## src/source/socPkg.sv

```systemverilog
package socPkg;

    // host bus geometry
    localparam int DATA_WIDTH = 32;
    localparam int ADDR_WIDTH = 32;
    localparam int BYTE_LANES = 4;

    // 4-bit region field starts here
    localparam int REGION_LSB = 16;
    localparam logic [3:0] REGION_RAM    = 4'd0;
    localparam logic [3:0] REGION_TIMER  = 4'd1;
    localparam logic [3:0] REGION_RANDOM = 4'd2;
    localparam logic [3:0] REGION_IRQ    = 4'd3;

    // local word address widths of the register blocks
    // timer has 2 offset bits plus 2 select bits, enough for four timers
    localparam int TIMER_ADDR_WIDTH = 4;
    localparam int IRQ_ADDR_WIDTH   = 2;

    // word offsets inside one timer block
    localparam logic [1:0] TIMER_REG_PERIOD  = 2'd0;
    localparam logic [1:0] TIMER_REG_CONTROL = 2'd1;
    localparam logic [1:0] TIMER_REG_COUNT   = 2'd2;
    localparam int TIMER_CTRL_ENABLE = 0;
    localparam int TIMER_CTRL_RELOAD = 1;

    // interrupt controller word offsets
    localparam logic [1:0] IRQ_REG_PENDING = 2'd0;
    localparam logic [1:0] IRQ_REG_ENABLE  = 2'd1;
    localparam logic [1:0] IRQ_REG_HIGHEST = 2'd2;

    // galois feedback and seed
    localparam logic [DATA_WIDTH-1:0] LFSR_TAPS       = 32'h8020_0003;
    localparam logic [DATA_WIDTH-1:0] LFSR_RESET_SEED = 32'hACE1_ACE1;
    localparam logic [DATA_WIDTH-1:0] NO_IRQ_CODE     = 32'hFFFF_FFFF;

    // one bus word, whole or per byte lane
    typedef union packed {
        logic [DATA_WIDTH-1:0]      word;
        logic [BYTE_LANES-1:0][7:0] lane;
    } busWord_u;

endpackage

```

## src/source/randomSource.sv

```systemverilog
`timescale 1ns/1ps

module randomSource (
    input  logic                           clk,
    input  logic                           rst,
    input  logic                           read,
    input  logic                           write,
    input  logic [socPkg::DATA_WIDTH-1:0]  writeData,
    output logic                           readValid,
    output logic [socPkg::DATA_WIDTH-1:0]  readData
);
    import socPkg::*;

    logic [DATA_WIDTH-1:0] state;
    logic [DATA_WIDTH-1:0] nextState;

    // galois step, taps folded in when a one drops out
    assign nextState = {1'b0, state[DATA_WIDTH-1:1]} ^ (state[0] ? LFSR_TAPS : '0);

    always_ff @(posedge clk) begin
        if (rst) begin
            state     <= LFSR_RESET_SEED;
            readValid <= 1'b0;
        end else begin
            readValid <= read;
            if (write) begin
                // zero would lock the register
                state <= (writeData == '0) ? LFSR_RESET_SEED : writeData;
            end else if (read) begin
                state <= nextState;
            end
        end
    end

    // current state goes out, step happens alongside
    always_ff @(posedge clk) begin
        if (read) begin
            readData <= state;
        end
    end

endmodule

```

## config.mk

```make
export PLATFORM = sky130hd
export DESIGN_NAME = randomSource
export DESIGN_NICKNAME = d
export VERILOG_FILES = /design/src/source/socPkg.sv /design/src/source/randomSource.sv
export SDC_FILE = /design/constraint.sdc
export NUM_CORES = 1
export LEC_CHECK = 0
export BUFFER_PORTS_ARGS = -buffer_cell sky130_fd_sc_hd__buf_4
export CAP_MARGIN = 15
export CORE_MARGIN = 2
export CORE_UTILIZATION = 50
export CTS_CLUSTER_SIZE = 24
export DETAILED_ROUTE_END_ITERATION = 10
export PLACE_DENSITY = 0.76
export SYNTH_ARGS = -nofsm -noshare
export SYNTH_HDL_FRONTEND = slang
export SYNTH_SLANG_ARGS = --single-unit
```

## constraint.sdc

```tcl
create_clock -name clk -period 2.63 [get_ports clk]
set_clock_uncertainty 0.1 [all_clocks]
set_input_delay 0.263 -clock clk [delete_from_list [all_inputs] [get_ports clk]]
set_output_delay 0.263 -clock clk [all_outputs]
set_load 0.02 [all_outputs]
```

==> metrics.md, run 1 <==
| Metric | Value |
|---|---|
| Layout cells sized above 1 | 32.5% |
| Clk_lat worst skew | 0.34 ns |
| N_diodes | 0 |
| Syn avg cell area | 11.9 µm² |
| Post-synthesis async set-or-reset flop share | 0% |
| Achievable frequency | 643 MHz |
| CP Max Fanout | 16 |
| Crit path time final | 1.55 ns |
| First-pass GRT wire length | 8720 µm |
| Worst Reg-to-Reg Cells | 4 |
| Final Total Pwr | 2.28 mW |
| Die Wd | 76.8 µm |
| Clock root cell | clkbuf_8 |
| Num CTS Buffers | 9 |
| R2r endpoint | state[21] |
| Req. time, crit path | 2.77 ns |
| Hold Crit Depth | 3 |
| Worst hold-check path type | in2reg |
| GPL Wtd Cong | 0.756 |
| Commonest non-fill, non-tap cell in the layout | buf_4 |
| Grt total ovfl | 0 |
| Post-CTS setup buffers | 0 |
| Post-Syn Instances | 222 |
| Final Hold Fails | 0 |
| Pwr Density | 679 mW/mm² |
| CTS clock-pin slew for the worst setup and hold paths | 0.07 ns |
| Final wirelength | 5350 µm |
| Fin crit share | 59.1% |
| Area delta synth->final | 26.4% |
| Max rail drop VDD | 0.453 mV |
| Reg-to-reg slack, setup | 1.33 ns |
| Status | finished clean |
| Critical path data arrival time | 1.70 ns |
| Worst min-delay path startpoint | writeData[20] |
| Max clock buf depth | 2 |
| Largest net degree at the start of global routing | 60 |
| Hold Path Sink | state[20] |
| Area of the mapped netlist | 0.00265 mm² |
| DRT antenna net count | 0 |
| Final net count | 320 |
| Pre-CTS setup slack | 0.730 ns |
| IO Count | 69 |
| Syn nets | 258 |
| Most frequent cells in the layout | buf_4, nor2_1, dfxtp_1 |
| Hold_ws | 0.0631 ns |
| Drt first-iter violations | 131 |
| DR vias | 1907 |
| Final WS setup | 1.08 ns |
| Max-slew violations | 0 |
| CTS resizes | 0 |
| CTS tree | done |
| Final setup vio count | 0 |
| # DRC | 0 |
| Max-cap viol count | 0 |
| Antenna violations before repair | 0 |
| Number of synthesized flops with an enable pin | 32 |
| H-tree depth | 3 |
| Port Buffers | 68 |
| Crit path kind | in2reg |
| Detail Placement HPWL | 3580 µm |
| Worst-Margin Slew | 0.731 ns |
| Vias in the first global route | 1812 |
| Unrepaired setup endpoints after global routing | no |
| CP cell instances | buf_4 -> nor4_1 -> nand4_1 -> or2_1 -> a22oi_1 |
| Critical Path Sink Type | flip-flop |
| Core ar. | 0.00511 mm² |
| Relative slew slack | 51.2% |
| CP max stage delay | 0.50 ns |
| Via density | 5.31 |
| Clk sinks | 65 |
| Sequential share of the synthesized area | 61.2% |
| Initial Util | 51.9% |
| Distinct cell type count after synthesis | 23 |
| Drt pass-1 iters | 4 |
| Reg-to-reg startpoint | state[0] |
| Yosys reg bits | 65 |
| Die ar. | 0.00590 mm² |
| Ys flop type | dfxtp_1 |
| Slowest stage cell, crit path | or2_1 |
| Startpoint Class | input port |
| Num rows | 26 |
| Syn. warnings | 0 |
| Die Ht | 76.8 µm |
| Setup TNS | 0 ns |
| All-Layer GR Usage | 19.3% |
| Routed len/inst | 14.9 µm |
| Hold_buf cts | 0 |
| Pleak | 1.33 nW |
-- cells by family (layout without fill, tap and decap cells) --
family	Yosys count	after routing	synth area share, %
flops	65	65	61.2
simple gates	64	64	12.9
compound gates	49	49	12.8
mux	22	22	8.31
buf+inv	19	86	3.78
xor+xnor	3	3	0.991
-- worst max-delay path: cells and delay by family --
family                 cells  cell delay [ns]
and+or+nand+nor            3             1.02
AOI/OAI and AO/OA          1             0.29
buffers and inverters      1             0.11
-- routing by layer --
| metal | GRT usage, % | share of wire (%) |
|---|---|---|
| met4 | 9.09 | 1.8 |
| met3 | 5.88 | 5.7 |
| met1 | 26.0 | 47 |
| met2 | 28.4 | 46 |
| met5 | 0 | 0 |
-- stage by stage --
step	instance area (µm²)	instances	util [%]
6_report	3350	359	65.6
5_1_grt	3350	359	65.6
3_3_place_gp	3160	343	62.0
3_5_place_dp	3160	343	62.0
2_1_floorplan	2650	222	-
4_1_cts	3350	359	65.6
-- registers in the layout (all words and copies together), names as in the netlist --
register	flops
readData	32
state	32
readValid	1
-- cells in the mapped netlist, drive strengths merged, types with 2 or more instances --
library cell	count	area share, %
a21oi	32	6.3
nor3b	16	4.5
edfxtp	32	36
a221o	2	0.76
buf	7	2.1
xor2	2	0.66
nand4	2	0.47
nor4	8	2.4
mux2i	22	8.3
dfxtp	33	25
nor2	36	5.1
a22oi	14	5.5
clkbuf	12	1.7
-- layout make-up --
| type | instances | area [µm²] |
|---|---|---|
| clock buffer | 12 | 145 |
| clock inverter | 4 | 42.5 |
| fill | 418 | 1760 |
| multi-input combinational | 138 | 930 |
| sequential | 65 | 1620 |
| tap | 70 | 87.6 |
| timing repair buffer | 70 | 526 |
-- worst max-delay path by stage --
| stage | start | endpoint | slack, ns | cells after the start |
|---|---|---|---|---|
| final | writeData[9] | state[29] | 1.08 | 5 |
| after global placement | writeData[19] | state[29] | 0.76 | 5 |
| after detailed placement | writeData[9] | state[29] | 0.73 | 5 |
| after floorplan | writeData[19] | state[22] | 1.23 | 6 |
| after global routing | writeData[0] | state[29] | 0.98 | 5 |
| after CTS | writeData[10] | state[29] | 1.06 | 5 |
-- report_power, final --
part / internal, mW / switching (mW) / total (mW) / leakage, nW
clock network: 0.456 / 0.354 / 0.811 / 0.0954
logic: 0.134 / 0.153 / 0.287 / 0.656
registers: 1.14 / 0.0401 / 1.18 / 0.579
total: 1.73 / 0.547 / 2.28 / 1.33
Note: power is estimated with default switching activity, not from simulation.
==> inputs of run 2 (changes only) <==
CORE_UTILIZATION = 47   (was 50)
PLACE_DENSITY = 0.75   (was 0.76)
clock period = 1.36 ns   (was 2.63 ns; I/O delays follow)
==> run 2 against run 1 <==
Core utilization up 2.6 points. Clock-buffer cell count up 3. Register-to-register slack worse by 1.2 ns. Wire length up 16%. Non-clock buffer count up 42. Flip-flop and latch count unchanged. Die area up 6.0%. Global-route usage up 2.5 points. Combinational power up 130%. Final cell count up 12%. Power up 90%. Highest routed layer unchanged.
==> metrics.md, run 2 (synthesized netlist as in run 1, its figures left out) <==
| Metric | Value |
|---|---|
| DRT antenna net count | 0 (unchanged) |
| Num CTS Buffers | 9 (unchanged) |
| First-pass GRT wire length | 10300 µm (was 8720 µm) |
| Die ar. | 0.00626 mm² (was 0.00590 mm²) |
| Critical path data arrival time | 1.42 ns (was 1.70 ns) |
| Max-slew violations | 0 (unchanged) |
| Crit path kind | in2reg (unchanged) |
| Antenna violations before repair | 0 (unchanged) |
| R2r endpoint | state[0] (was state[21]) |
| Critical Path End | state[6] (was state[29]) |
| Switching part of the total power | 24.9% (was 24.1%) |
| # DRC | 0 (unchanged) |
| Psw | 1.08 mW (was 0.547 mW) |
| Via density | 5.29 (was 5.31) |
| Placed insts | 365 (was 343) |
| GPL Wtd Cong | 0.788 (was 0.756) |
| Startpoint Class | input port (unchanged) |
| Critical Path Sink Type | flip-flop (unchanged) |
| Drt pass-1 iters | 4 (unchanged) |
| Port Buffers | 68 (unchanged) |
| Grt total ovfl | 0 (unchanged) |
| Drt first-iter violations | 99 (was 131) |
| Crit path time final | 1.26 ns |
| Pre-CTS setup slack | -0.309 ns (was 0.730 ns) |
| Die Wd | 79.1 µm (was 76.8 µm) |
| Final Total Pwr | 4.33 mW (was 2.28 mW) |
| Reg-to-reg startpoint | state[0] (unchanged) |
| Sequential share of power | 52.6% (was 51.8%) |
| Largest registers | readData: 32 flops, state: 32 flops, readValid: 1 flops (unchanged) |
| Detail Placement HPWL | 3990 µm (was 3580 µm) |
| DR vias | 2130 (was 1907) |
| Vias in the first global route | 2077 (was 1812) |
| Hold_ws | 0.0199 ns (was 0.0631 ns) |
| Clk_lat worst skew | 0.34 ns (about the same) |
| All-Layer GR Usage | 21.8% (was 19.3%) |
| Req. time, crit path | 1.52 ns (was 2.77 ns) |
| Post-CTS setup buffers | 0 (unchanged) |
| Combinational Power Share | 15.3% (was 12.6%) |
| N_diodes | 0 (unchanged) |
| Worst Reg-to-Reg Cells | 4 (unchanged) |
| Core ar. | 0.00547 mm² (was 0.00511 mm²) |
| Post-route cell area | 0.00373 mm² (was 0.00335 mm²) |
| CTS tree | done (unchanged) |
| Non-filler instance count after layout | 403 (was 359) |
| CP Max Fanout | 9 (was 16) |
| DP Area | 0.00334 mm² (was 0.00316 mm²) |
| Area delta synth->final | 40.9% (was 26.4%) |
| Final Hold Fails | 0 (unchanged) |
| CTS clock-pin slew for the worst setup and hold paths | 0.06 ns (was 0.07 ns) |
| Largest net degree at the start of global routing | 44 (was 60) |
| Worst-Margin Slew | 0.450 ns (was 0.731 ns) |
| Layout cells sized above 1 | 34.4% (was 32.5%) |
| Clock root cell | clkbuf_8 (unchanged) |
| Clk sinks | 65 (unchanged) |
| Worst hold-check path type | in2reg (unchanged) |
| Num rows | 27 (was 26) |
| Reg-to-reg slack, setup | 0.15 ns (was 1.33 ns) |
| Max clock buf depth | 2 (unchanged) |
| Final wirelength | 6190 µm (was 5350 µm) |
| Pleak | 1.51 nW (was 1.33 nW) |
| Initial Util | 48.4% (was 51.9%) |
| Commonest non-fill, non-tap cell in the layout | buf_4 (unchanged) |
| Max-cap viol count | 0 (unchanged) |
| Final WS setup | 0.100 ns (was 1.08 ns) |
| Relative slew slack | 70.0% (was 51.2%) |
| Achievable frequency | 794 MHz |
| Internal power | 3.25 mW (was 1.73 mW) |
| Die Ht | 79.1 µm (was 76.8 µm) |
| Most frequent cells in the layout | buf_4, nor2_1, dfxtp_1 (unchanged) |
| Clock Power Share | 32.0% (was 35.6%) |
| Fin crit share | 92.6% |
| Final setup vio count | 0 (unchanged) |
| Routed len/inst | 15.4 µm (was 14.9 µm) |
| IO Count | 69 (unchanged) |
| Max rail drop VDD | 0.610 mV (was 0.453 mV) |
| Pwr Density | 1160 mW/mm² (was 679 mW/mm²) |
| Crit path launch | writeData[10] (was writeData[9]) |
| H-tree depth | 3 (unchanged) |
| Status | finished clean (unchanged) |
| Final net count | 362 (was 320) |
run 2: cell count changes in the layout (fill, tap and decap cells not counted):
cell           previous run  this run
nor4_2                    2         4
bufinv_16                 1         0
dlygate4sd3_1             0        22
buf_12                    0         2
clkbuf_1                  2         5
clkinv_1                  2         1
clkinv_2                  1         0
buf_4                    70        88
nor4_1                    6         4
run 2: metal layers:
layer / track usage, % / wire, µm
met1: 27.8 / 2750
met2: 35.8 / 3040
met3: 4.66 / 308
met4: 9.31 / 84
met5: 0 / 0
run 2: worst min-delay path by stage:
stage | start | to | depth (start not counted)
2_1_floorplan | read | readData[0] | 0
3_3_place_gp | writeData[4] | state[4] | 3
3_5_place_dp | writeData[20] | state[20] | 3
4_1_cts | writeData[31] | state[31] | 3
5_1_grt | writeData[31] | state[31] | 3
6_report | writeData[31] | state[31] | 3
run 2: area by class of cell:
class                      count  area [µm²]
tap                           72        90.1
clock inverter                 1        3.75
sequential                    65        1620
clock buffer                  15         156
multi-input combinational    138         942
timing repair buffer         112         921
fill                         446        1740
run 2: critical path, stage by stage:
cell and delay [ns]:
buf_4 0.12, nor4_1 0.41, nand4_1 0.16, or2_1 0.26, buf_4 0.19, a22oi_1 0.15
run 2: what timing repair did:
item	in CTS	in global routing
endpoints found under the hold margin	22	0
hold buffers	22	0
gates resized for setup	0	2
setup endpoints to repair	0	14
run 2: metrics by stage:
step / TNS, ns / util (%)
4_1_cts: 0 / 68.0
3_5_place_dp: -4.42 / 61.1
5_1_grt: -0.0353 / 68.2
6_report: 0 / 68.2
3_3_place_gp: -4.63 / 61.1
2_1_floorplan: 0 / -
run 2: power groups by stage:
stage               registers, mW  logic [mW]  clock network, mW
CTS                          2.28       0.661               1.41
global route                 2.29       0.724               1.49
global placement             2.32       0.600                  0
detailed placement           2.32       0.611                  0
finish                       2.28       0.665               1.39
floorplan                    2.38       0.246                  0
