$ cat config.mk
export PLATFORM = sky130hd
export DESIGN_NAME = interruptController
export DESIGN_NICKNAME = d
export VERILOG_FILES = /design/src/source/socPkg.sv /design/src/source/interruptController.sv
export SDC_FILE = /design/constraint.sdc
export NUM_CORES = 1
export LEC_CHECK = 0
export ABC_CLOCK_PERIOD_IN_PS = 1350
export BUFFER_PORTS_ARGS = -buffer_cell sky130_fd_sc_hd__clkbuf_2
export CORE_ASPECT_RATIO = 0.75
export CORE_MARGIN = 3
export CORE_UTILIZATION = 34
export DETAILED_ROUTE_END_ITERATION = 16
export PLACE_DENSITY_LB_ADDON = 0.2
export SLEW_MARGIN = 10
export SYNTH_ARGS = -nofsm -noshare
export SYNTH_HDL_FRONTEND = slang
export SYNTH_SLANG_ARGS = --single-unit
$ cat constraint.sdc
create_clock -name clk -period 1.35 [get_ports clk]
set_input_delay 0.27 -clock clk [delete_from_list [all_inputs] [get_ports clk]]
set_output_delay 0.27 -clock clk [all_outputs]
set_load 0.01 [all_outputs]
$ cat src/source/socPkg.sv
package socPkg;

    // host bus geometry
    localparam int DATA_WIDTH = 32;
    localparam int ADDR_WIDTH = 32;
    localparam int BYTE_LANES = 4;

    // 4-bit region field starts here
    localparam int REGION_LSB = 16;
    localparam logic [3:0] REGION_RAM    = 4'd0;
    localparam logic [3:0] REGION_TIMER  = 4'd1;
    localparam logic [3:0] REGION_RANDOM = 4'd2;
    localparam logic [3:0] REGION_IRQ    = 4'd3;

    // local word address widths of the register blocks
    // timer has 2 offset bits plus 2 select bits, enough for four timers
    localparam int TIMER_ADDR_WIDTH = 4;
    localparam int IRQ_ADDR_WIDTH   = 2;

    // word offsets inside one timer block
    localparam logic [1:0] TIMER_REG_PERIOD  = 2'd0;
    localparam logic [1:0] TIMER_REG_CONTROL = 2'd1;
    localparam logic [1:0] TIMER_REG_COUNT   = 2'd2;
    localparam int TIMER_CTRL_ENABLE = 0;
    localparam int TIMER_CTRL_RELOAD = 1;

    // interrupt controller word offsets
    localparam logic [1:0] IRQ_REG_PENDING = 2'd0;
    localparam logic [1:0] IRQ_REG_ENABLE  = 2'd1;
    localparam logic [1:0] IRQ_REG_HIGHEST = 2'd2;

    // galois feedback and seed
    localparam logic [DATA_WIDTH-1:0] LFSR_TAPS       = 32'h8020_0003;
    localparam logic [DATA_WIDTH-1:0] LFSR_RESET_SEED = 32'hACE1_ACE1;
    localparam logic [DATA_WIDTH-1:0] NO_IRQ_CODE     = 32'hFFFF_FFFF;

    // one bus word, whole or per byte lane
    typedef union packed {
        logic [DATA_WIDTH-1:0]      word;
        logic [BYTE_LANES-1:0][7:0] lane;
    } busWord_u;

endpackage

$ cat src/source/interruptController.sv
`timescale 1ns/1ps

module interruptController #(
    parameter int TIMER_COUNT = 3
) (
    input  logic                               clk,
    input  logic                               rst,
    input  logic                               read,
    input  logic                               write,
    input  logic [socPkg::IRQ_ADDR_WIDTH-1:0]  address,
    input  logic [socPkg::DATA_WIDTH-1:0]      writeData,
    input  logic [TIMER_COUNT-1:0]             expiry,
    output logic                               readValid,
    output logic [socPkg::DATA_WIDTH-1:0]      readData,
    output logic                               interruptRequest
);
    import socPkg::*;

    logic [TIMER_COUNT-1:0] pending;
    logic [TIMER_COUNT-1:0] enable;
    logic [TIMER_COUNT-1:0] active;
    logic [TIMER_COUNT-1:0] clearMask;
    logic [DATA_WIDTH-1:0]  highest;
    logic [DATA_WIDTH-1:0]  readWord;

    assign active = pending & enable;

    // write-one-to-clear on the pending register
    assign clearMask = (write && address == IRQ_REG_PENDING) ? writeData[TIMER_COUNT-1:0] : '0;

    // lowest pending source has priority
    always_comb begin
        highest = NO_IRQ_CODE;
        for (int i = TIMER_COUNT - 1; i >= 0; i--) begin
            if (active[i]) begin
                highest = DATA_WIDTH'(i);
            end
        end
    end

    always_ff @(posedge clk) begin
        if (rst) begin
            pending          <= '0;
            enable           <= '0;
            interruptRequest <= 1'b0;
            readValid        <= 1'b0;
        end else begin
            // a new expiry beats a clear in the same cycle
            pending <= (pending & ~clearMask) | expiry;
            if (write && address == IRQ_REG_ENABLE) begin
                enable <= writeData[TIMER_COUNT-1:0];
            end
            interruptRequest <= |active;
            readValid        <= read;
        end
    end

    always_comb begin
        case (address)
            IRQ_REG_PENDING: readWord = DATA_WIDTH'(pending);
            IRQ_REG_ENABLE: readWord = DATA_WIDTH'(enable);
            IRQ_REG_HIGHEST: readWord = highest;
            default: readWord = '0;
        endcase
    end

    always_ff @(posedge clk) begin
        if (read) begin
            readData <= readWord;
        end
    end

endmodule

==> reports/results.tsv, run 1 <==
metric	value	unit
status	complete, no violations	
Mapped Nets	116	
worst slew pin tran	0.233	ns
Post-CTS Resized	0	
Synth Cell Area	724	µm²
root buffer cell	clkbuf_4	
setup tns final	0	ns
skew final	0.00418	ns
RSZ-0062 raised after global routing	no	
largest vdd supply drop	622	µV
Worst Reg-to-Reg Cells	3	
IO buf count	45	
average size of a mapped cell	9.66	µm²
Peak Freq	813	MHz
DRC violations left	0	
n_diodes	0	
critical path type	reg -> out	
most frequent cell after synthesis	buf_4	
Final setup viols	0	
Slew headroom	84.4	%
number of synthesized flops with an enable pin	4	
Die X	59.3	µm
Die Span Y	46.0	µm
global route hottest layer	met2	
post-synthesis sequential area ratio	38.7	%
Hold Crit Class	in -> reg	
num rows	13	
Post-Place Worst Slack	0.271	ns
layout cells sized above 1	53.7	%
LEAKAGE	0.441	nW
Initial Utilization	38.7	%
met1 Track Usage GR	10.1	%
post-layout min period	1.23	ns
cell taking the most area after synthesis	buf_4	
# Post-CTS Setup Buffers	0	
P per Cell Area	1010	nW/µm²
pin count of the biggest net entering global routing	30	
post-route cell area	793	µm²
H-tree levels	1	
GR Util met3	6.23	%
CTS Buf Count	3	
Final Worst Setup Slack	0.119	ns
WL/cell	10.5	µm
crit path DAT	0.96	ns
DRT Wirelength	1.23	mm
met2 Use GR	12.0	%
1st-iter DRT viols	7	
post-synth top area share	30.1	%
CTS sink count	12	
CTS Buffer Depth	2	
layout overhead on the synthesized area	9.50	%
# fillers	197	
Reg area	280	µm²
crit-path max FO	29	
vias after detailed routing	493	
core area	1870	µm²
fraction of registers with async set or reset after synthesis	0	%
number of global-route vias before repair	379	
most frequent cells after synthesis	buf_4 (29), dfxtp_1 (8), nor2_1 (8)	
max_cap viols	0	
area of the multi-input gates	208	µm²
YS warnings	0	
antenna violations before repair	0	
CTS clk-pin slew, worst paths	0.07	ns
drt pass-1 iters	3	
Placer Congestion	0.698	
hold_buf cts	0	
Post-DP HPWL	1.06	mm
Setup crit start kind	flip-flop	
data required time of the worst path	1.08	ns
grt ovf	0	
worst skew pair latency	0.27	ns
period utilisation layout	91.2	%
Mapped Cells	75	
first-pass GRT wire length	1.62	mm
top cells by area, synth	buf_4 (30%), dfxtp_1 (22%), edfxtp_1 (17%), mux2i_1 (8.3%), nor2_1 (4.1%)	
Die ar.	2730	µm²
Ports	75	
CTS tree	built	
Hold Crit Depth	2	
Final nets	137	
Cell variety after synth	17	
post-route ant nets	0	
GRT Total Usage	8.36	%
Max Slew Vio Count	0	
Worst setup EP type	primary output	
Yosys reg bits	12	
vias per cell	4.21	
dpl cell area	763	µm²
final hold viol count	0	
Post-synth top flop	dfxtp_1	
==> registers in the layout, indices dropped and copies added (netlist names) <==
| signal | cells |
|---|---|
| enable | 3 |
| readValid | 1 |
| pending | 3 |
| readData | 4 |
| interruptRequest | 1 |
==> power by group <==
| group | switching [mW] | leakage (nW) | total (mW) | internal, mW |
|---|---|---|---|---|
| clock network | 0.108 | 0.0150 | 0.222 | 0.114 |
| registers | 0.0121 | 0.106 | 0.408 | 0.396 |
| logic | 0.0966 | 0.320 | 0.173 | 0.0763 |
==> final timing paths <==
check	endpoint	slack, ns	start
min	pending[1]	0.21	writeData[1]
min reg2reg	interruptRequest	0.51	enable[0]
max	readData[27]	0.12	readData[30]
max reg2reg	readData[2]	0.37	pending[1]
==> per-layer routing <==
layer / vias up / wire length, µm / part of all wire [%]
met5: - / 0 / 0
met4: 0 / 0 / 0
met3: 0 / 122 / 9.9
met2: 21 / 572 / 47
met1: 207 / 534 / 43
li1: 265 / - / -
==> cell type report <==
class / count / share of cell area [%]
repair buffers: 46 / 29.8
multi-input cells: 29 / 26.2
inverters: 4 / 1.89
well taps: 22 / 3.47
flip-flops and latches: 12 / 35.3
clock buffers: 4 / 3.31
==> stage by stage <==
step	hold slack, ns	cells	total power, mW	util, %
after floorplan	0.379	75	0.571	-
after global placement	0.480	113	0.588	40.8
after detailed placement	0.490	113	0.591	40.8
after CTS	0.204	117	0.816	42.2
after global routing	0.203	117	0.853	42.4
final	0.210	117	0.803	42.4
==> worst max-delay path, stage by stage, from the launching register on <==
cell and delay [ns]:
edfxtp_1 0.34, buf_6 0.19, clkbuf_2 0.16
==> kinds of logic (layout without fill, tap and decap cells) <==
group	Yosys count	count (layout)	synth area share [%]
flip-flops	12	12	38.7
AND/OR/NAND/NOR	15	15	12.4
buffers and inverters	34	54	32.6
multiplexers	6	6	8.29
AO/OA/AOI/OAI	8	8	7.95
==> layout by cell type (no fill, tap or decap), types with 2 or more instances in the layout <==
cell,instances
clkbuf_2,45
inv_1,4
nor2_1,8
o22ai_1,3
edfxtp_1,4
nand2_1,2
clkbuf_4,3
mux2i_1,6
a311oi_1,3
dfxtp_1,8
Power figures use the tool's default switching activity.
==> run 2: changes to the inputs <==
--- a/config.mk
+++ b/config.mk
@@ -5,13 +5,14 @@
 export SDC_FILE = /design/constraint.sdc
 export NUM_CORES = 1
 export LEC_CHECK = 0
-export ABC_CLOCK_PERIOD_IN_PS = 1350
+export ABC_CLOCK_PERIOD_IN_PS = 1130
 export BUFFER_PORTS_ARGS = -buffer_cell sky130_fd_sc_hd__clkbuf_2
 export CORE_ASPECT_RATIO = 0.75
 export CORE_MARGIN = 3
-export CORE_UTILIZATION = 34
+export CORE_UTILIZATION = 31
 export DETAILED_ROUTE_END_ITERATION = 16
 export PLACE_DENSITY_LB_ADDON = 0.2
+export RECOVER_POWER = 100
 export SLEW_MARGIN = 10
 export SYNTH_ARGS = -nofsm -noshare
 export SYNTH_HDL_FRONTEND = slang
==> constraint.sdc (replaced) <==
create_clock -name clk -period 1.13 [get_ports clk]
set_input_delay 0.226 -clock clk [delete_from_list [all_inputs] [get_ports clk]]
set_output_delay 0.226 -clock clk [all_outputs]
set_load 0.01 [all_outputs]
==> run 2 against run 1 <==
- the flow now finishes with violations (negative setup slack)
- cell count increased by 1.7%
- routed wire length increased by 2.4%
- combinational power rose by 16%
- die area rose by 8.5%
- global-route usage decreased by 0.80 points
- critical endpoint is now readData[14]
- critical path depth unchanged
- sequential cell count unchanged
- critical path type unchanged
==> reports/results.tsv, run 2 (same netlist as run 1, synthesis figures left out) <==
metric	value	unit
Max Slew Vio Count	0	
CTS Buf Count	3	
failing checks	negative setup slack	
Final Worst Setup Slack	-0.0716	ns
number of global-route vias before repair	351	
Peak Freq	832	MHz
P per Cell Area	1240	nW/µm²
total power	964	µW
CTS clk-pin slew, worst paths	0.07	ns
data required time of the worst path	0.90	ns
Final setup viols	29	
Worst setup EP type	primary output	
max FFs per register	4	
drt pass-1 iters	3	
Post-DP HPWL	1.05	mm
placed cell count	115	
root buffer cell	clkbuf_4	
post-route cell area	778	µm²
period utilisation layout	106	%
Slew headroom	81.5	%
commonest non-fill, non-tap cells in the layout	clkbuf_2 (38), nor2_1 (8), clkbuf_1 (8), dfxtp_1 (8), mux2i_1 (6)	
antenna violations before repair	0	
R2R Setup Slk	0.15	ns
Ports	75	
Hold Crit Class	in -> reg	
Post-CTS Resized	1	
final hold viol count	0	
Finished Layout Cells	119	
core area	2100	µm²
1st-iter DRT viols	2	
Die ar.	2960	µm²
skew final	0.000948	ns
hold_buf cts	0	
Initial Utilization	34.5	%
commonest non-fill, non-tap cell in the layout	clkbuf_2	
critical path type	reg -> out	
layout cells sized above 1	45.3	%
DRT Wirelength	1.26	mm
max_cap viols	0	
Top Registers	readData (4), enable (3), pending (3)	
Largest Register	readData	
setup tns final	-2.02	ns
post-layout min period	1.20	ns
crit path DAT	0.98	ns
IO buf count	45	
LEAKAGE	0.407	nW
Post-Place Worst Slack	0.0888	ns
dpl cell area	766	µm²
# Post-CTS Setup Buffers	0	
worst slew pin tran	0.277	ns
Final nets	137	
largest vdd supply drop	799	µV
Die X	61.8	µm
n_diodes	0	
CTS tree	built	
CTS sink count	12	
vias per cell	4.09	
layout overhead on the synthesized area	7.43	%
pin count of the biggest net entering global routing	30	
Die Span Y	47.9	µm
RSZ-0062 raised after global routing	yes	
post-route ant nets	0	
H-tree levels	1	
GRT Total Usage	7.56	%
status	finished with violations	
CTS Buffer Depth	2	
grt ovf	0	
WL/cell	10.6	µm
DRC violations left	0	
vias after detailed routing	487	
Placer Congestion	0.683	
first-pass GRT wire length	1.54	mm
worst skew pair latency	0.27	ns
Setup crit start kind	flip-flop	
num rows	14	
# fillers	217	
crit-path max FO	29	
run 2: layer usage:
metal,routed length (µm),vias up,part of all wire [%],GRT usage (%)
li1,-,265,-,-
met1,539,206,43,9.52
met2,610,16,48,11.1
met3,108,0,8.6,4.85
met4,0,0,0,1.27
met5,0,-,0,0
run 2: report_power, final:
part	switching [mW]	leakage [nW]	internal, mW
combinational	0.114	0.286	0.0871
sequential	0.0144	0.106	0.473
clock	0.139	0.0150	0.137
run 2: final cells by class:
class | instances | area [µm²] | area share, %
inverter | 4 | 15.0 | 1.93
clock buffer | 4 | 26.3 | 3.38
sequential | 12 | 280 | 36.0
tap | 24 | 30.0 | 3.86
timing repair buffer | 46 | 231 | 29.7
multi-input combinational | 29 | 195 | 25.1
run 2: worst paths after layout:
check	startpoint	to	depth (start not counted)
worst max-delay path	readData[30]	readData[14]	2
worst min-delay path	writeData[1]	pending[1]	2
worst max register to register	pending[1]	readData[2]	3
worst min register to register	pending[0]	interruptRequest	2
run 2: stage by stage:
step                      hold slack, ns  util, %
after global routing               0.149     37.0
after floorplan                    0.335        -
after global placement             0.443     36.4
after CTS                          0.155     37.9
final                              0.158     37.0
after detailed placement           0.446     36.4
run 2: critical path: stages, from the launching register on:
cell and delay, ns:
edfxtp_1 0.40, buf_8 0.17, clkbuf_2 0.13
==> run 3: changes to the inputs <==
--- a/config.mk
+++ b/config.mk
@@ -5,13 +5,14 @@
 export SDC_FILE = /design/constraint.sdc
 export NUM_CORES = 1
 export LEC_CHECK = 0
+export ABC_AREA = 1
 export ABC_CLOCK_PERIOD_IN_PS = 1130
 export BUFFER_PORTS_ARGS = -buffer_cell sky130_fd_sc_hd__clkbuf_2
 export CORE_ASPECT_RATIO = 0.75
 export CORE_MARGIN = 3
 export CORE_UTILIZATION = 31
 export DETAILED_ROUTE_END_ITERATION = 16
-export PLACE_DENSITY_LB_ADDON = 0.2
+export PLACE_DENSITY = 0.86
 export RECOVER_POWER = 100
 export SLEW_MARGIN = 10
 export SYNTH_ARGS = -nofsm -noshare
==> run 3 against run 2 <==
- the flow still finishes with violations (negative setup slack)
- die area up 0.61%
- synthesized cell count up 23%
- worst setup slack better by 0.0083 ns
- critical endpoint is now readData[8]
- largest cell class unchanged
- largest power group unchanged
==> reports/results.tsv, run 3 <==
metric	value	unit
fraction of registers with async set or reset after synthesis	0	%
critical path type	reg -> out	
post-layout min period	1.19	ns
antenna violations before repair	0	
# fillers	231	
CTS Buffer Depth	2	
final core occ	38.0	%
post-synthesis sequential area ratio	38.4	%
cell chain of the critical path	buf_8 > clkbuf_2	
post-route ant nets	0	
largest vdd supply drop	572	µV
Largest Register	readData	
Hold Crit Class	in -> reg	
Compound-Gate Fraction of Synth Area	4.80	%
Cell variety after synth	13	
max FFs per register	4	
average size of a mapped cell	7.93	µm²
Mapped Nets	133	
num rows	14	
Ports	75	
RSZ-0062 raised after global routing	yes	
P per Cell Area	1190	nW/µm²
CTS tree	built	
root buffer cell	clkbuf_4	
number of global-route vias before repair	478	
Max Slew Vio Count	0	
max incr delay on CP	0.39	ns
Worst setup EP type	primary output	
setup tns final	-1.78	ns
DRC violations left	0	
most frequent cells after synthesis	buf_4 (29), nand2_1 (17), nand3_1 (11)	
Post-synth top flop	dfxtp_1	
post-synthesis adder-cell area fraction	0	%
mux contribution to synthesized area	0	%
Mapped Cells	92	
Post-DP HPWL	1.07	mm
drt pass-1 iters	4	
Post-Synth XOR/XNOR Area	0	%
IO buf count	45	
Setup crit start kind	flip-flop	
Yosys reg bits	12	
Finished Layout Cells	145	
1st-iter DRT viols	8	
CTS sink count	12	
Initial Utilization	34.4	%
CTS clk-pin slew, worst paths	0.07	ns
final hold viol count	0	
commonest non-fill, non-tap cell in the layout	clkbuf_2	
Peak Freq	838	MHz
Die ar.	2980	µm²
LEAKAGE	0.413	nW
n_diodes	0	
Die X	62.0	µm
# Post-CTS Setup Buffers	0	
Synth Cell Area	729	µm²
first-pass GRT wire length	1.95	mm
crit path DAT	0.97	ns
worst skew pair latency	0.27	ns
Placer Congestion	0.844	
crit-path max FO	29	
area of the multi-input gates	193	µm²
grt ovf	0	
Final nets	155	
Top Registers	readData (4), enable (3), pending (3)	
status	finished with violations	
worst slew pin tran	0.384	ns
data required time of the worst path	0.90	ns
number of synthesized flops with an enable pin	4	
H-tree levels	1	
core area	2120	µm²
YS warnings	0	
Reg area	282	µm²
CP max stage cell	edfxtp_1	
failing checks	negative setup slack	
vias per cell	4.15	
Final setup viols	29	
top cells by area, synth	buf_4 (30%), dfxtp_1 (22%), edfxtp_1 (16%), nand2_1 (8.7%), nand3_1 (7.5%)	
CTS Buf Count	3	
vias after detailed routing	602	
layout cells sized above 1	39.8	%
placed cell count	141	
Final Worst Setup Slack	-0.0633	ns
period utilisation layout	106	%
layout overhead on the synthesized area	10.3	%
Slew headroom	74.3	%
DRT Wirelength	1.30	mm
commonest non-fill, non-tap cells in the layout	clkbuf_2 (37), nand2_1 (16), nand3_1 (11), clkbuf_1 (10)	
max_cap viols	0	
Synth Area in Simple Gates	22.3	%
GRT Total Usage	9.11	%
post-synth top area share	29.8	%
largest family of logic cells by synthesized area	buffers and inverters	
Die Span Y	48.0	µm
pin count of the biggest net entering global routing	30	
WL/cell	8.99	µm
cell taking the most area after synthesis	buf_4	
most frequent cell after synthesis	buf_4	
skew final	0.00207	ns
-- run 3: critical path: cells and delay by family (launching register included) --
family                 cells  cell delay, ns
flip-flops                 1            0.39
buffers and inverters      2            0.30
-- run 3: final cells by class --
class | count | share of cell area (%)
Timing Repair Buffer | 47 | 29.1
Multi-Input combinational cell | 42 | 24.0
Tap cell | 32 | 4.98
Sequential cell | 12 | 35.0
Clock buffer | 4 | 3.27
Inverter | 8 | 3.73
-- run 3: cells by family after synthesis --
logic type	Yosys count
AO/OA/AOI/OAI	7
buffers and inverters	38
flip-flops	12
AND/OR/NAND/NOR	35
-- run 3: path summary, 6_finish.rpt --
path                start          end  slack (ns)  cells after the start
min reg2reg    pending[1]   pending[1]        0.49                      2
min             expiry[1]   pending[1]        0.16                      3
max          readData[30]  readData[8]       -0.06                      2
max reg2reg    pending[0]  readData[2]        0.07                      4
-- run 3: repair_timing --
action                                 4_1_cts  5_1_grt
cloned                                       0        0
endpoints found under the hold margin        0        0
hold buffers                                 0        0
resized for setup                            1        3
setup endpoints to repair                   29       30
-- run 3: layer usage --
metal / vias to the layer above / global-route usage (%) / share of wire (%)
li1: 308 / - / -
met1: 243 / 11.1 / 43
met2: 51 / 14.7 / 40
met3: 0 / 4.85 / 16
met4: 0 / 1.27 / 0
met5: - / 0 / 0
-- run 3: power breakdown --
group | total, mW | internal [mW] | switching, mW | leakage (nW)
Clock | 0.266 | 0.137 | 0.130 | 0.0150
Combinational | 0.200 | 0.0802 | 0.120 | 0.291
Sequential | 0.489 | 0.473 | 0.0159 | 0.107
-- run 3: through the flow --
step	worst slack (ns)	hold slack (ns)	instance area, µm²	total power [mW]
after floorplan	-0.120	0.333	729	0.678
after global placement	0.0891	0.449	788	0.700
after detailed placement	0.0600	0.458	788	0.704
after CTS	-0.0700	0.165	818	0.977
after global routing	-0.137	0.178	805	1.02
final	-0.0633	0.164	805	0.955
