[config.mk]
export PLATFORM = sky130hd
export DESIGN_NAME = busInterconnect
export DESIGN_NICKNAME = d
export VERILOG_FILES = /design/src/source/socPkg.sv /design/src/source/busInterconnect.sv
export SDC_FILE = /design/constraint.sdc
export NUM_CORES = 1
export LEC_CHECK = 0
export BUFFER_PORTS_ARGS = -buffer_cell sky130_fd_sc_hd__buf_2
export CORE_AREA = 2 2 88 90
export CTS_CLUSTER_SIZE = 16
export DETAILED_ROUTE_END_ITERATION = 16
export DIE_AREA = 0 0 90 92
export GPL_TIMING_DRIVEN = 0
export PLACE_DENSITY = 0.56
export SETUP_SLACK_MARGIN = 0.1
export SLEW_MARGIN = 15
export SYNTH_ARGS = -nofsm -noshare
export SYNTH_HDL_FRONTEND = slang
export SYNTH_SLANG_ARGS = --single-unit
[constraint.sdc]
create_clock -name clk -period 2 [get_ports clk]
set_clock_uncertainty 0.2 [all_clocks]
set_input_delay 0.1 -clock clk [delete_from_list [all_inputs] [get_ports clk]]
set_output_delay 0.1 -clock clk [all_outputs]
set_load 0.005 [all_outputs]
[src/source/socPkg.sv]
package socPkg;

    // host bus geometry
    localparam int DATA_WIDTH = 32;
    localparam int ADDR_WIDTH = 32;
    localparam int BYTE_LANES = 4;

    // 4-bit region field starts here
    localparam int REGION_LSB = 16;
    localparam logic [3:0] REGION_RAM    = 4'd0;
    localparam logic [3:0] REGION_TIMER  = 4'd1;
    localparam logic [3:0] REGION_RANDOM = 4'd2;
    localparam logic [3:0] REGION_IRQ    = 4'd3;

    // local word address widths of the register blocks
    // timer has 2 offset bits plus 2 select bits, enough for four timers
    localparam int TIMER_ADDR_WIDTH = 4;
    localparam int IRQ_ADDR_WIDTH   = 2;

    // word offsets inside one timer block
    localparam logic [1:0] TIMER_REG_PERIOD  = 2'd0;
    localparam logic [1:0] TIMER_REG_CONTROL = 2'd1;
    localparam logic [1:0] TIMER_REG_COUNT   = 2'd2;
    localparam int TIMER_CTRL_ENABLE = 0;
    localparam int TIMER_CTRL_RELOAD = 1;

    // interrupt controller word offsets
    localparam logic [1:0] IRQ_REG_PENDING = 2'd0;
    localparam logic [1:0] IRQ_REG_ENABLE  = 2'd1;
    localparam logic [1:0] IRQ_REG_HIGHEST = 2'd2;

    // galois feedback and seed
    localparam logic [DATA_WIDTH-1:0] LFSR_TAPS       = 32'h8020_0003;
    localparam logic [DATA_WIDTH-1:0] LFSR_RESET_SEED = 32'hACE1_ACE1;
    localparam logic [DATA_WIDTH-1:0] NO_IRQ_CODE     = 32'hFFFF_FFFF;

    // one bus word, whole or per byte lane
    typedef union packed {
        logic [DATA_WIDTH-1:0]      word;
        logic [BYTE_LANES-1:0][7:0] lane;
    } busWord_u;

endpackage

[src/source/busInterconnect.sv]
`timescale 1ns/1ps

module busInterconnect #(
    parameter int RAM_WORDS   = 1024,
    parameter int TIMER_COUNT = 3
) (
    input  logic                                 clk,
    input  logic                                 rst,
    input  logic                                 read,
    input  logic                                 write,
    input  logic [socPkg::ADDR_WIDTH-1:0]        address,
    input  logic                                 ramValid,
    input  logic [socPkg::DATA_WIDTH-1:0]        ramData,
    input  logic                                 timerValid,
    input  logic [socPkg::DATA_WIDTH-1:0]        timerData,
    input  logic                                 randomValid,
    input  logic [socPkg::DATA_WIDTH-1:0]        randomData,
    input  logic                                 irqValid,
    input  logic [socPkg::DATA_WIDTH-1:0]        irqData,
    output logic                                 ramRead,
    output logic                                 ramWrite,
    output logic [$clog2(RAM_WORDS)-1:0]         ramAddress,
    output logic                                 timerRead,
    output logic                                 timerWrite,
    output logic [socPkg::TIMER_ADDR_WIDTH-1:0]  timerAddress,
    output logic                                 randomRead,
    output logic                                 randomWrite,
    output logic                                 irqRead,
    output logic                                 irqWrite,
    output logic [socPkg::IRQ_ADDR_WIDTH-1:0]    irqAddress,
    output logic                                 readValid,
    output logic [socPkg::DATA_WIDTH-1:0]        readData
);
    import socPkg::*;

    logic [3:0] region;
    logic       ramHit;
    logic       timerHit;
    logic       randomHit;
    logic       irqHit;
    logic       unmappedValid;

    // region field picks the peripheral
    assign region    = address[REGION_LSB +: 4];
    assign ramHit    = region == REGION_RAM;
    // timer blocks past the last timer are unmapped
    assign timerHit  = (region == REGION_TIMER) &&
                       (32'(address[REGION_LSB-1:4]) < TIMER_COUNT);
    assign randomHit = region == REGION_RANDOM;
    assign irqHit    = region == REGION_IRQ;

    // per-peripheral strobes
    assign ramRead     = read && ramHit;
    assign ramWrite    = write && ramHit;
    assign timerRead   = read && timerHit;
    assign timerWrite  = write && timerHit;
    assign randomRead  = read && randomHit;
    assign randomWrite = write && randomHit;
    assign irqRead     = read && irqHit;
    assign irqWrite    = write && irqHit;

    // local word addresses, byte offset dropped
    assign ramAddress   = address[2 +: $clog2(RAM_WORDS)];
    assign timerAddress = address[2 +: TIMER_ADDR_WIDTH];
    assign irqAddress   = address[2 +: IRQ_ADDR_WIDTH];

    // zero answer for unmapped reads, same latency as a peripheral
    always_ff @(posedge clk) begin
        if (rst) begin
            unmappedValid <= 1'b0;
        end else begin
            unmappedValid <= read && !(ramHit || timerHit || randomHit || irqHit);
        end
    end

    assign readValid = ramValid || timerValid || randomValid || irqValid || unmappedValid;

    // only one responder per cycle
    always_comb begin
        if (ramValid) begin
            readData = ramData;
        end else if (timerValid) begin
            readData = timerData;
        end else if (randomValid) begin
            readData = randomData;
        end else if (irqValid) begin
            readData = irqData;
        end else begin
            // unmapped or idle
            readData = '0;
        end
    end

endmodule

==> flow_metrics.env, run 1 <==
export IMPL_num_rows=32
export IMPL_die_h_microns=92
export IMPL_reg_top3="unmappedValid: 1 flops"
export IMPL_fin_crit_sh=0.879
export IMPL_regMostFlops="unmappedValid"
export IMPL_firstDrtPassIters=6
export IMPL_diodes=0
export IMPL_drt_iter0_drc=60
export IMPL_grt_pass1_vias=2143
export IMPL_crit_start="randomValid"
export IMPL_fin_setup_tns_ns=0
export IMPL_antenna_found_initial=1
export IMPL_setup_viol=0
export IMPL_ys_seq_elements=1
export IMPL_start_util=0.162
export IMPL_area_growth_pct=95.9
export IMPL_ioPinCount=225
export IMPL_overflow=0
export IMPL_yosysTopAreaCell="a221oi_1"
export IMPL_relSlewSlack=0.668
export IMPL_grt_pass1_wl_microns=10200
export IMPL_ys_warn_count=0
export IMPL_power_leakage_nw=1.28
export IMPL_yosysTopAreaCellShare=0.224
export IMPL_design_die_area_sq_mm=0.00828
export IMPL_total_power_mw=0.487
export IMPL_hold_start="address[2]"
export IMPL_arrival_ns=1.46
export IMPL_fin_crit_ns=1.76
export IMPL_syn_inst=196
export IMPL_placed_cell_area_sq_mm=0.00236
export IMPL_ir_worst_vdd_v=0.000115
export IMPL_drt_total_wl_microns=6790
export IMPL_cap_violations=0
export IMPL_portBuffers=205
export IMPL_cts_hold_buf=0
export IMPL_power_density_mw_per_mm2=206
export IMPL_n_fill_cell=876
export IMPL_endpoint_kind="output port"
export IMPL_required_ns=1.70
export IMPL_status="finished, final reports clean"
export IMPL_wire_per_inst_microns=13.5
export IMPL_hp_class="input pin to output port"
export IMPL_layout_drive_gt1_share=0.571
export IMPL_ys_seq_area_frac=0.0165
export IMPL_largest_reg_flops=1
export IMPL_core_sq_mm=0.00745
export IMPL_track_usage=0.145
export IMPL_via_per_inst=4.59
export IMPL_hold_violations=0
export IMPL_postCtsSetupRepairBufs=0
export IMPL_grt_max_degree=11
export IMPL_yosysUniqueCellTypes=19
export IMPL_hold_path_depth=2
export IMPL_drc=0
export IMPL_netlist_area_sq_mm=0.00121
export IMPL_num_vias=2308
export IMPL_die_w_microns=90
export IMPL_critPathKind="input pin to output port"
export IMPL_fin_nets=571
export IMPL_cp_start_kind="input pin"
export IMPL_fmax_ghz=0.569
export IMPL_antenna_left=0
export IMPL_ys_top_cells_by_area="a221oi_1 (22%), o31ai_1 (19%), nor2b_1 (17%)"
export IMPL_rsz0062_at_grt="false"
export IMPL_path_max_fanout=10
export IMPL_slew_violations=0
export IMPL_dp_hpwl_microns=5760
export IMPL_stdcell_area_sq_mm=0.00237
export IMPL_syn_avg_cell_area_sq_um=6.17
export IMPL_place_congestion=0.753
export IMPL_synth_fp_nets=364
export IMPL_tightest_slew_ns=0.498
-- layout by cell type (no fill, tap or decap) --
master	n
or3b_1	1
nand2_1	37
a221oi_1	31
nand3_1	1
o2111a_1	1
buf_4	16
buf_2	208
nor2_1	6
inv_1	5
or4_4	1
a22o_1	1
clkbuf_1	15
nor4_1	2
nor3_1	5
dfxtp_1	1
nor2b_2	1
o31ai_1	31
a21oi_1	2
o21ai_0	2
clkbuf_2	3
nor2b_1	31
-- layout make-up --
type                    instances  area, sq um  share of cell area
flip-flops and latches          1         20.0             0.00845
multi-input cells             153          971               0.410
inverters                       5         18.8             0.00792
repair buffers                205         1030               0.433
well taps                     102          128              0.0539
plain buffers                  37          206              0.0871
-- per-layer routing --
layer | vias up | share of wire | wire (microns) | GRT usage
li1 | 1136 | - | - | -
met2 | 119 | 0.51 | 3470 | 0.284
met1 | 1047 | 0.40 | 2740 | 0.170
met4 | 2 | 0.0046 | 31 | 0.00769
met5 | - | 0.0019 | 13 | 0
met3 | 4 | 0.078 | 531 | 0.0271
-- cell usage after synthesis --
master and n:
nor2_1 6, a21oi_1 2, or3b_1 1, inv_1 5
clkbuf_1 18, o2111a_1 1, dfxtp_1 1, nor4_1 2
a221oi_1 31, buf_2 3, nand2_1 37, nor3_1 5
or4_4 1, o21ai_0 2, nor2b_1 32, a22o_1 1
buf_4 16, o31ai_1 31, nand3_1 1
-- critical path, stage by stage --
cell and delay (ns):
clkbuf_1 0.35, clkbuf_1 0.41, a221oi_1 0.17, o31ai_1 0.27, buf_2 0.16
-- per-stage QoR --
step / hold WS [ns] / setup WS [ns] / utilization / cells
after CTS: 0.166 / 0.152 / 0.318 / 503
after floorplan: 0.0365 / 0.533 / - / 196
final: 0.165 / 0.242 / 0.318 / 503
after detailed placement: 0.166 / 0.0566 / 0.317 / 503
after global placement: 0.167 / 0.151 / 0.317 / 503
after global routing: 0.168 / 0.108 / 0.318 / 503
-- report_power, final --
group	internal (mW)	total, mW	leakage, nW	switching [mW]
clock	0	0	0	0
combinational	0.254	0.465	1.27	0.211
sequential	0.0215	0.0218	0.00830	0.000298
total	0.276	0.487	1.28	0.211
-- path summary, 6_finish.rpt --
check / endpoint / slack (ns)
setup / recovery: readData[2] / 0.24
hold / removal: timerAddress[0] / 0.17
-- kinds of logic after synthesis --
logic type	count (synthesis)	synth area share
AOI/OAI and AO/OA	68	0.450
buffers and inverters	42	0.183
DFF	1	0.0165
and+or+nand+nor	85	0.351
-- timing repair --
| item | 4_1_cts | 5_1_grt |
|---|---|---|
| setup endpoints to repair | 1 | 7 |
| cloned | 0 | 0 |
| resized for setup | 2 | 4 |
(Power assumes the default switching activity.)
==> run 2: changes to the inputs <==
--- a/config.mk
+++ b/config.mk
@@ -6,11 +6,11 @@
 export NUM_CORES = 1
 export LEC_CHECK = 0
-export BUFFER_PORTS_ARGS = -buffer_cell sky130_fd_sc_hd__buf_2
-export CORE_AREA = 2 2 88 90
+export CORE_AREA = 2 2 87 89
 export CTS_CLUSTER_SIZE = 16
 export DETAILED_ROUTE_END_ITERATION = 16
-export DIE_AREA = 0 0 90 92
+export DIE_AREA = 0 0 89 91
+export DONT_BUFFER_PORTS = 1
 export GPL_TIMING_DRIVEN = 0
-export PLACE_DENSITY = 0.56
+export PLACE_DENSITY = 0.3
 export SETUP_SLACK_MARGIN = 0.1
 export SLEW_MARGIN = 15
==> constraint.sdc (replaced) <==
create_clock -name clk -period 2 [get_ports clk]
set_clock_uncertainty 0.2 [all_clocks]
set_input_delay 0.4 -clock clk [delete_from_list [all_inputs] [get_ports clk]]
set_output_delay 0.4 -clock clk [all_outputs]
set_load 0.005 [all_outputs]
==> run 2 against run 1 <==
Compared with the run above: power shrank 20%; die area shrank 2.2%; critical path depth shrank 2; maximum frequency shrank 11%; critical path type unchanged; largest cell class is now multi-input gates; highest routed layer is now met3.
==> flow_metrics.env, run 2 (synthesized netlist as in run 1, its figures left out) <==
export IMPL_critPathKind="input pin to output port"
export IMPL_rsz0062_at_grt="true"
export IMPL_portBuffers=0
export IMPL_core_sq_mm=0.00714
export IMPL_regMostFlops="unmappedValid"
export IMPL_status="finished, final reports clean"
export IMPL_holdPathEnd="unmappedValid$_SDFF_PP0_"
export IMPL_setup_viol=0
export IMPL_crit_buf_inv=0
export IMPL_firstDrtPassIters=4
export IMPL_place_congestion=0.708
export IMPL_ioPinCount=225
export IMPL_slew_violations=0
export IMPL_ir_worst_vdd_v=0.0000927
export IMPL_layout_drive_gt1_share=0.451
export IMPL_drc=0
export IMPL_crit_chain="or3b_4 -> or4_4 -> nor3_4"
export IMPL_reg_top3="unmappedValid: 1 flops"
export IMPL_design_die_area_sq_mm=0.00810
export IMPL_num_rows=31
export IMPL_area_growth_pct=52.9
export IMPL_layout_common_cells="nand2_1 (37), nor2b_1 (31), buf_4 (24)"
export IMPL_drt_total_wl_microns=6160
export IMPL_crit_family="simple AND/OR/NAND/NOR gates"
export IMPL_path_max_fanout=3
export IMPL_fmax_ghz=0.504
export IMPL_fin_nets=374
export IMPL_antenna_left=0
export IMPL_num_vias=1600
export IMPL_via_per_inst=5.28
export IMPL_hp_class="input pin to register"
export IMPL_grt_pass1_wl_microns=7920
export IMPL_hold_start="read"
export IMPL_overflow=0
export IMPL_critPathSlowestCell="or4_4"
export IMPL_fin_hold_ws_ns=0.363
export IMPL_cap_violations=0
export IMPL_start_util=0.170
export IMPL_grt_pass1_vias=1478
export IMPL_required_ns=1.40
export IMPL_grt_max_degree=11
export IMPL_hold_violations=0
export IMPL_wire_per_inst_microns=20.3
export IMPL_dpl_worst_slack_ns=-0.373
export IMPL_power_density_mw_per_mm2=209
export IMPL_die_w_microns=89
export IMPL_cp_start_kind="input pin"
export IMPL_drt_iter0_drc=19
export IMPL_dp_hpwl_microns=4930
export IMPL_relSlewSlack=0.542
export IMPL_layout_commonest_cell="nand2_1"
export IMPL_cpPeakStageDelay_ns=0.47
export IMPL_finalWorstSetupSlack_ns=0.0149
export IMPL_track_usage=0.125
export IMPL_endpoint_kind="output port"
export IMPL_diodes=0
export IMPL_die_h_microns=91
export IMPL_fin_crit_ns=1.99
export IMPL_antenna_found_initial=0
export IMPL_hold_path_depth=1
export IMPL_arrival_ns=1.39
export IMPL_cts_hold_buf=0
export IMPL_tightest_slew_ns=0.687
export IMPL_fin_crit_sh=0.993
export IMPL_largest_reg_flops=1
export IMPL_power_leakage_nw=0.668
export IMPL_path_clk_slew_ns=0
## run 2: area by class of cell
type,instances,area [sq um]
plain buffers,37,302
fillers,816,5290
inverters,5,18.8
multi-input cells,153,1320
flip-flops and latches,1,20.0
well taps,99,124
repair buffers,8,71.3
## run 2: where the power goes
group | switching (mW) | internal, mW | total (mW)
Sequential | 0.000292 | 0.0215 | 0.0218
Combinational | 0.192 | 0.173 | 0.366
Clock | 0 | 0 | 0
Total | 0.193 | 0.195 | 0.388
## run 2: how the worst max path moves through the flow
stage	startpoint	endpoint	slack (ns)	cells past startpoint
after CTS	address[19]	timerWrite	0.009	3
after detailed placement	timerValid	readData[21]	-0.37	4
final	address[19]	timerWrite	0.01	3
after global placement	timerValid	readData[11]	-0.38	4
after floorplan	address[19]	timerRead	0.03	3
after global routing	randomValid	readData[27]	-0.01	6
## run 2: repair_timing
action | CTS | global route
endpoints found under the setup margin | 35 | 30
cloned | 2 | 0
buffers inserted | 6 | 0
pin swaps | 21 | 17
endpoints found under the hold margin | 0 | 0
resized for setup | 53 | 46
## run 2: stage by stage
| step | cells | instance area, sq um | TNS [ns] | power, mW | utilization |
|---|---|---|---|---|---|
| floorplan | 196 | 1230 | 0 | 0.227 | - |
| detailed placement | 295 | 1350 | -9.21 | 0.283 | 0.190 |
| CTS | 303 | 1610 | 0 | 0.337 | 0.225 |
| global placement | 295 | 1350 | -9.53 | 0.284 | 0.190 |
| global route | 303 | 1850 | -0.0373 | 0.422 | 0.259 |
| finish | 303 | 1850 | 0 | 0.388 | 0.259 |
## run 2: routing by layer
layer / vias to the layer above / GRT usage / wire (microns)
met5: - / 0 / 0
met3: 0 / 0.0136 / 594
met2: 117 / 0.251 / 3330
met4: 0 / 0 / 0
met1: 742 / 0.145 / 2240
li1: 741 / - / -
==> run 3: changes to the inputs <==
SETUP_SLACK_MARGIN = unset   (was 0.1)
==> run 3 against run 2 <==
Compared with the run above: the run now ends with negative setup slack left; cell area decreased by 21%; sequential cell count stayed put; power is 23% lower; global-route usage shrank 0.31 points; critical path type unchanged.
==> flow_metrics.env, run 3 (synthesized netlist as in run 1, its figures left out) <==
export IMPL_cap_violations=0
export IMPL_grt_pass1_vias=1516
export IMPL_relSlewSlack=0.633
export IMPL_fin_crit_sh=1.00
export IMPL_firstDrtPassIters=4
export IMPL_num_vias=1599
export IMPL_critPathKind="input pin to output port"
export IMPL_via_per_inst=5.38
export IMPL_crit_chain="or3b_4 -> or4_4 -> nor3_4"
export IMPL_layout_drive_gt1_share=0.222
export IMPL_fin_setup_tns_ns=-0.000666
export IMPL_place_congestion=0.704
export IMPL_status="finished, violations left"
export IMPL_placed_cell_area_sq_mm=0.00133
export IMPL_path_max_fanout=3
export IMPL_n_fill_cell=835
export IMPL_die_w_microns=89
export IMPL_overflow=0
export IMPL_largest_reg_flops=1
export IMPL_regMostFlops="unmappedValid"
export IMPL_tightest_slew_ns=0.550
export IMPL_grt_max_degree=11
export IMPL_stdcell_area_sq_mm=0.00146
export IMPL_cp_start_kind="input pin"
export IMPL_path_clk_slew_ns=0
export IMPL_endpoint_kind="output port"
export IMPL_portBuffers=0
export IMPL_area_growth_pct=20.3
export IMPL_dp_hpwl_microns=4950
export IMPL_power_leakage_nw=0.532
export IMPL_core_sq_mm=0.00714
export IMPL_layout_common_cells="nand2_1 (37), nor2b_1 (31), a221oi_1 (30)"
export IMPL_antenna_left=0
export IMPL_wire_per_inst_microns=20.1
export IMPL_power_density_mw_per_mm2=205
export IMPL_slew_violations=0
export IMPL_drt_iter0_drc=31
export IMPL_hold_violations=0
export IMPL_required_ns=1.40
export IMPL_drc=0
export IMPL_layout_commonest_cell="nand2_1"
export IMPL_diodes=0
export IMPL_arrival_ns=1.40
export IMPL_die_h_microns=91
export IMPL_crit_buf_inv=0
export IMPL_track_usage=0.122
export IMPL_drt_total_wl_microns=5980
export IMPL_grt_pass1_wl_microns=7690
export IMPL_hp_class="input pin to register"
export IMPL_setup_viol=1
export IMPL_start_util=0.170
export IMPL_num_rows=31
export IMPL_failed_checks="negative setup slack"
export IMPL_cpPeakStageDelay_ns=0.47
export IMPL_antenna_found_initial=0
export IMPL_critPathSlowestCell="or4_4"
export IMPL_fin_nets=368
export IMPL_crit_family="simple AND/OR/NAND/NOR gates"
export IMPL_rsz0062_at_grt="true"
export IMPL_reg_top3="unmappedValid: 1 flops"
export IMPL_fin_crit_ns=2.00
export IMPL_finalWorstSetupSlack_ns=-0.000666
export IMPL_design_die_area_sq_mm=0.00810
export IMPL_fmax_ghz=0.500
export IMPL_ioPinCount=225
export IMPL_ir_worst_vdd_v=0.0000873
run 3: final cells by class:
type / instances / area [sq um] / area share
Buffer: 37 / 246 / 0.169
Timing Repair Buffer: 2 / 18.8 / 0.0129
Sequential cell: 1 / 20.0 / 0.0138
Tap cell: 99 / 124 / 0.0851
Multi-Input combinational cell: 153 / 1030 / 0.706
Inverter: 5 / 18.8 / 0.0129
run 3: what timing repair did:
action | CTS | global route
setup endpoints to repair | 35 | 22
cloned | 0 | 1
hold buffers | 0 | 0
setup buffers | 1 | 0
pin swaps | 20 | 7
resized for setup | 26 | 14
run 3: metrics by stage:
step / power [mW] / hold WS [ns] / setup slack (ns) / std cells / utilization
CTS: 0.293 / 0.371 / -0.00902 / 296 / 0.198
detailed placement: 0.280 / 0.371 / -0.387 / 295 / 0.187
finish: 0.299 / 0.361 / -0.000666 / 297 / 0.204
floorplan: 0.224 / 0.340 / -0.00325 / 196 / -
global placement: 0.279 / 0.363 / -0.345 / 295 / 0.187
global route: 0.328 / 0.368 / -0.0259 / 297 / 0.204
run 3: power by group:
group,switching [mW],internal [mW]
Combinational,0.154,0.122
Sequential,0.000247,0.0215
Clock,0,0
Total,0.155,0.144
run 3: per-layer routing:
layer	part of all wire	vias up	global-route usage
li1	-	730	-
met2	0.53	122	0.251
met3	0.095	2	0.0118
met1	0.37	745	0.134
met4	0.0045	0	0.00622
met5	0	-	0
run 3: final timing paths:
path | from | end | cells after the start
setup / recovery | address[19] | timerWrite | 3
hold / removal | read | unmappedValid$_SDFF_PP0_ | 1
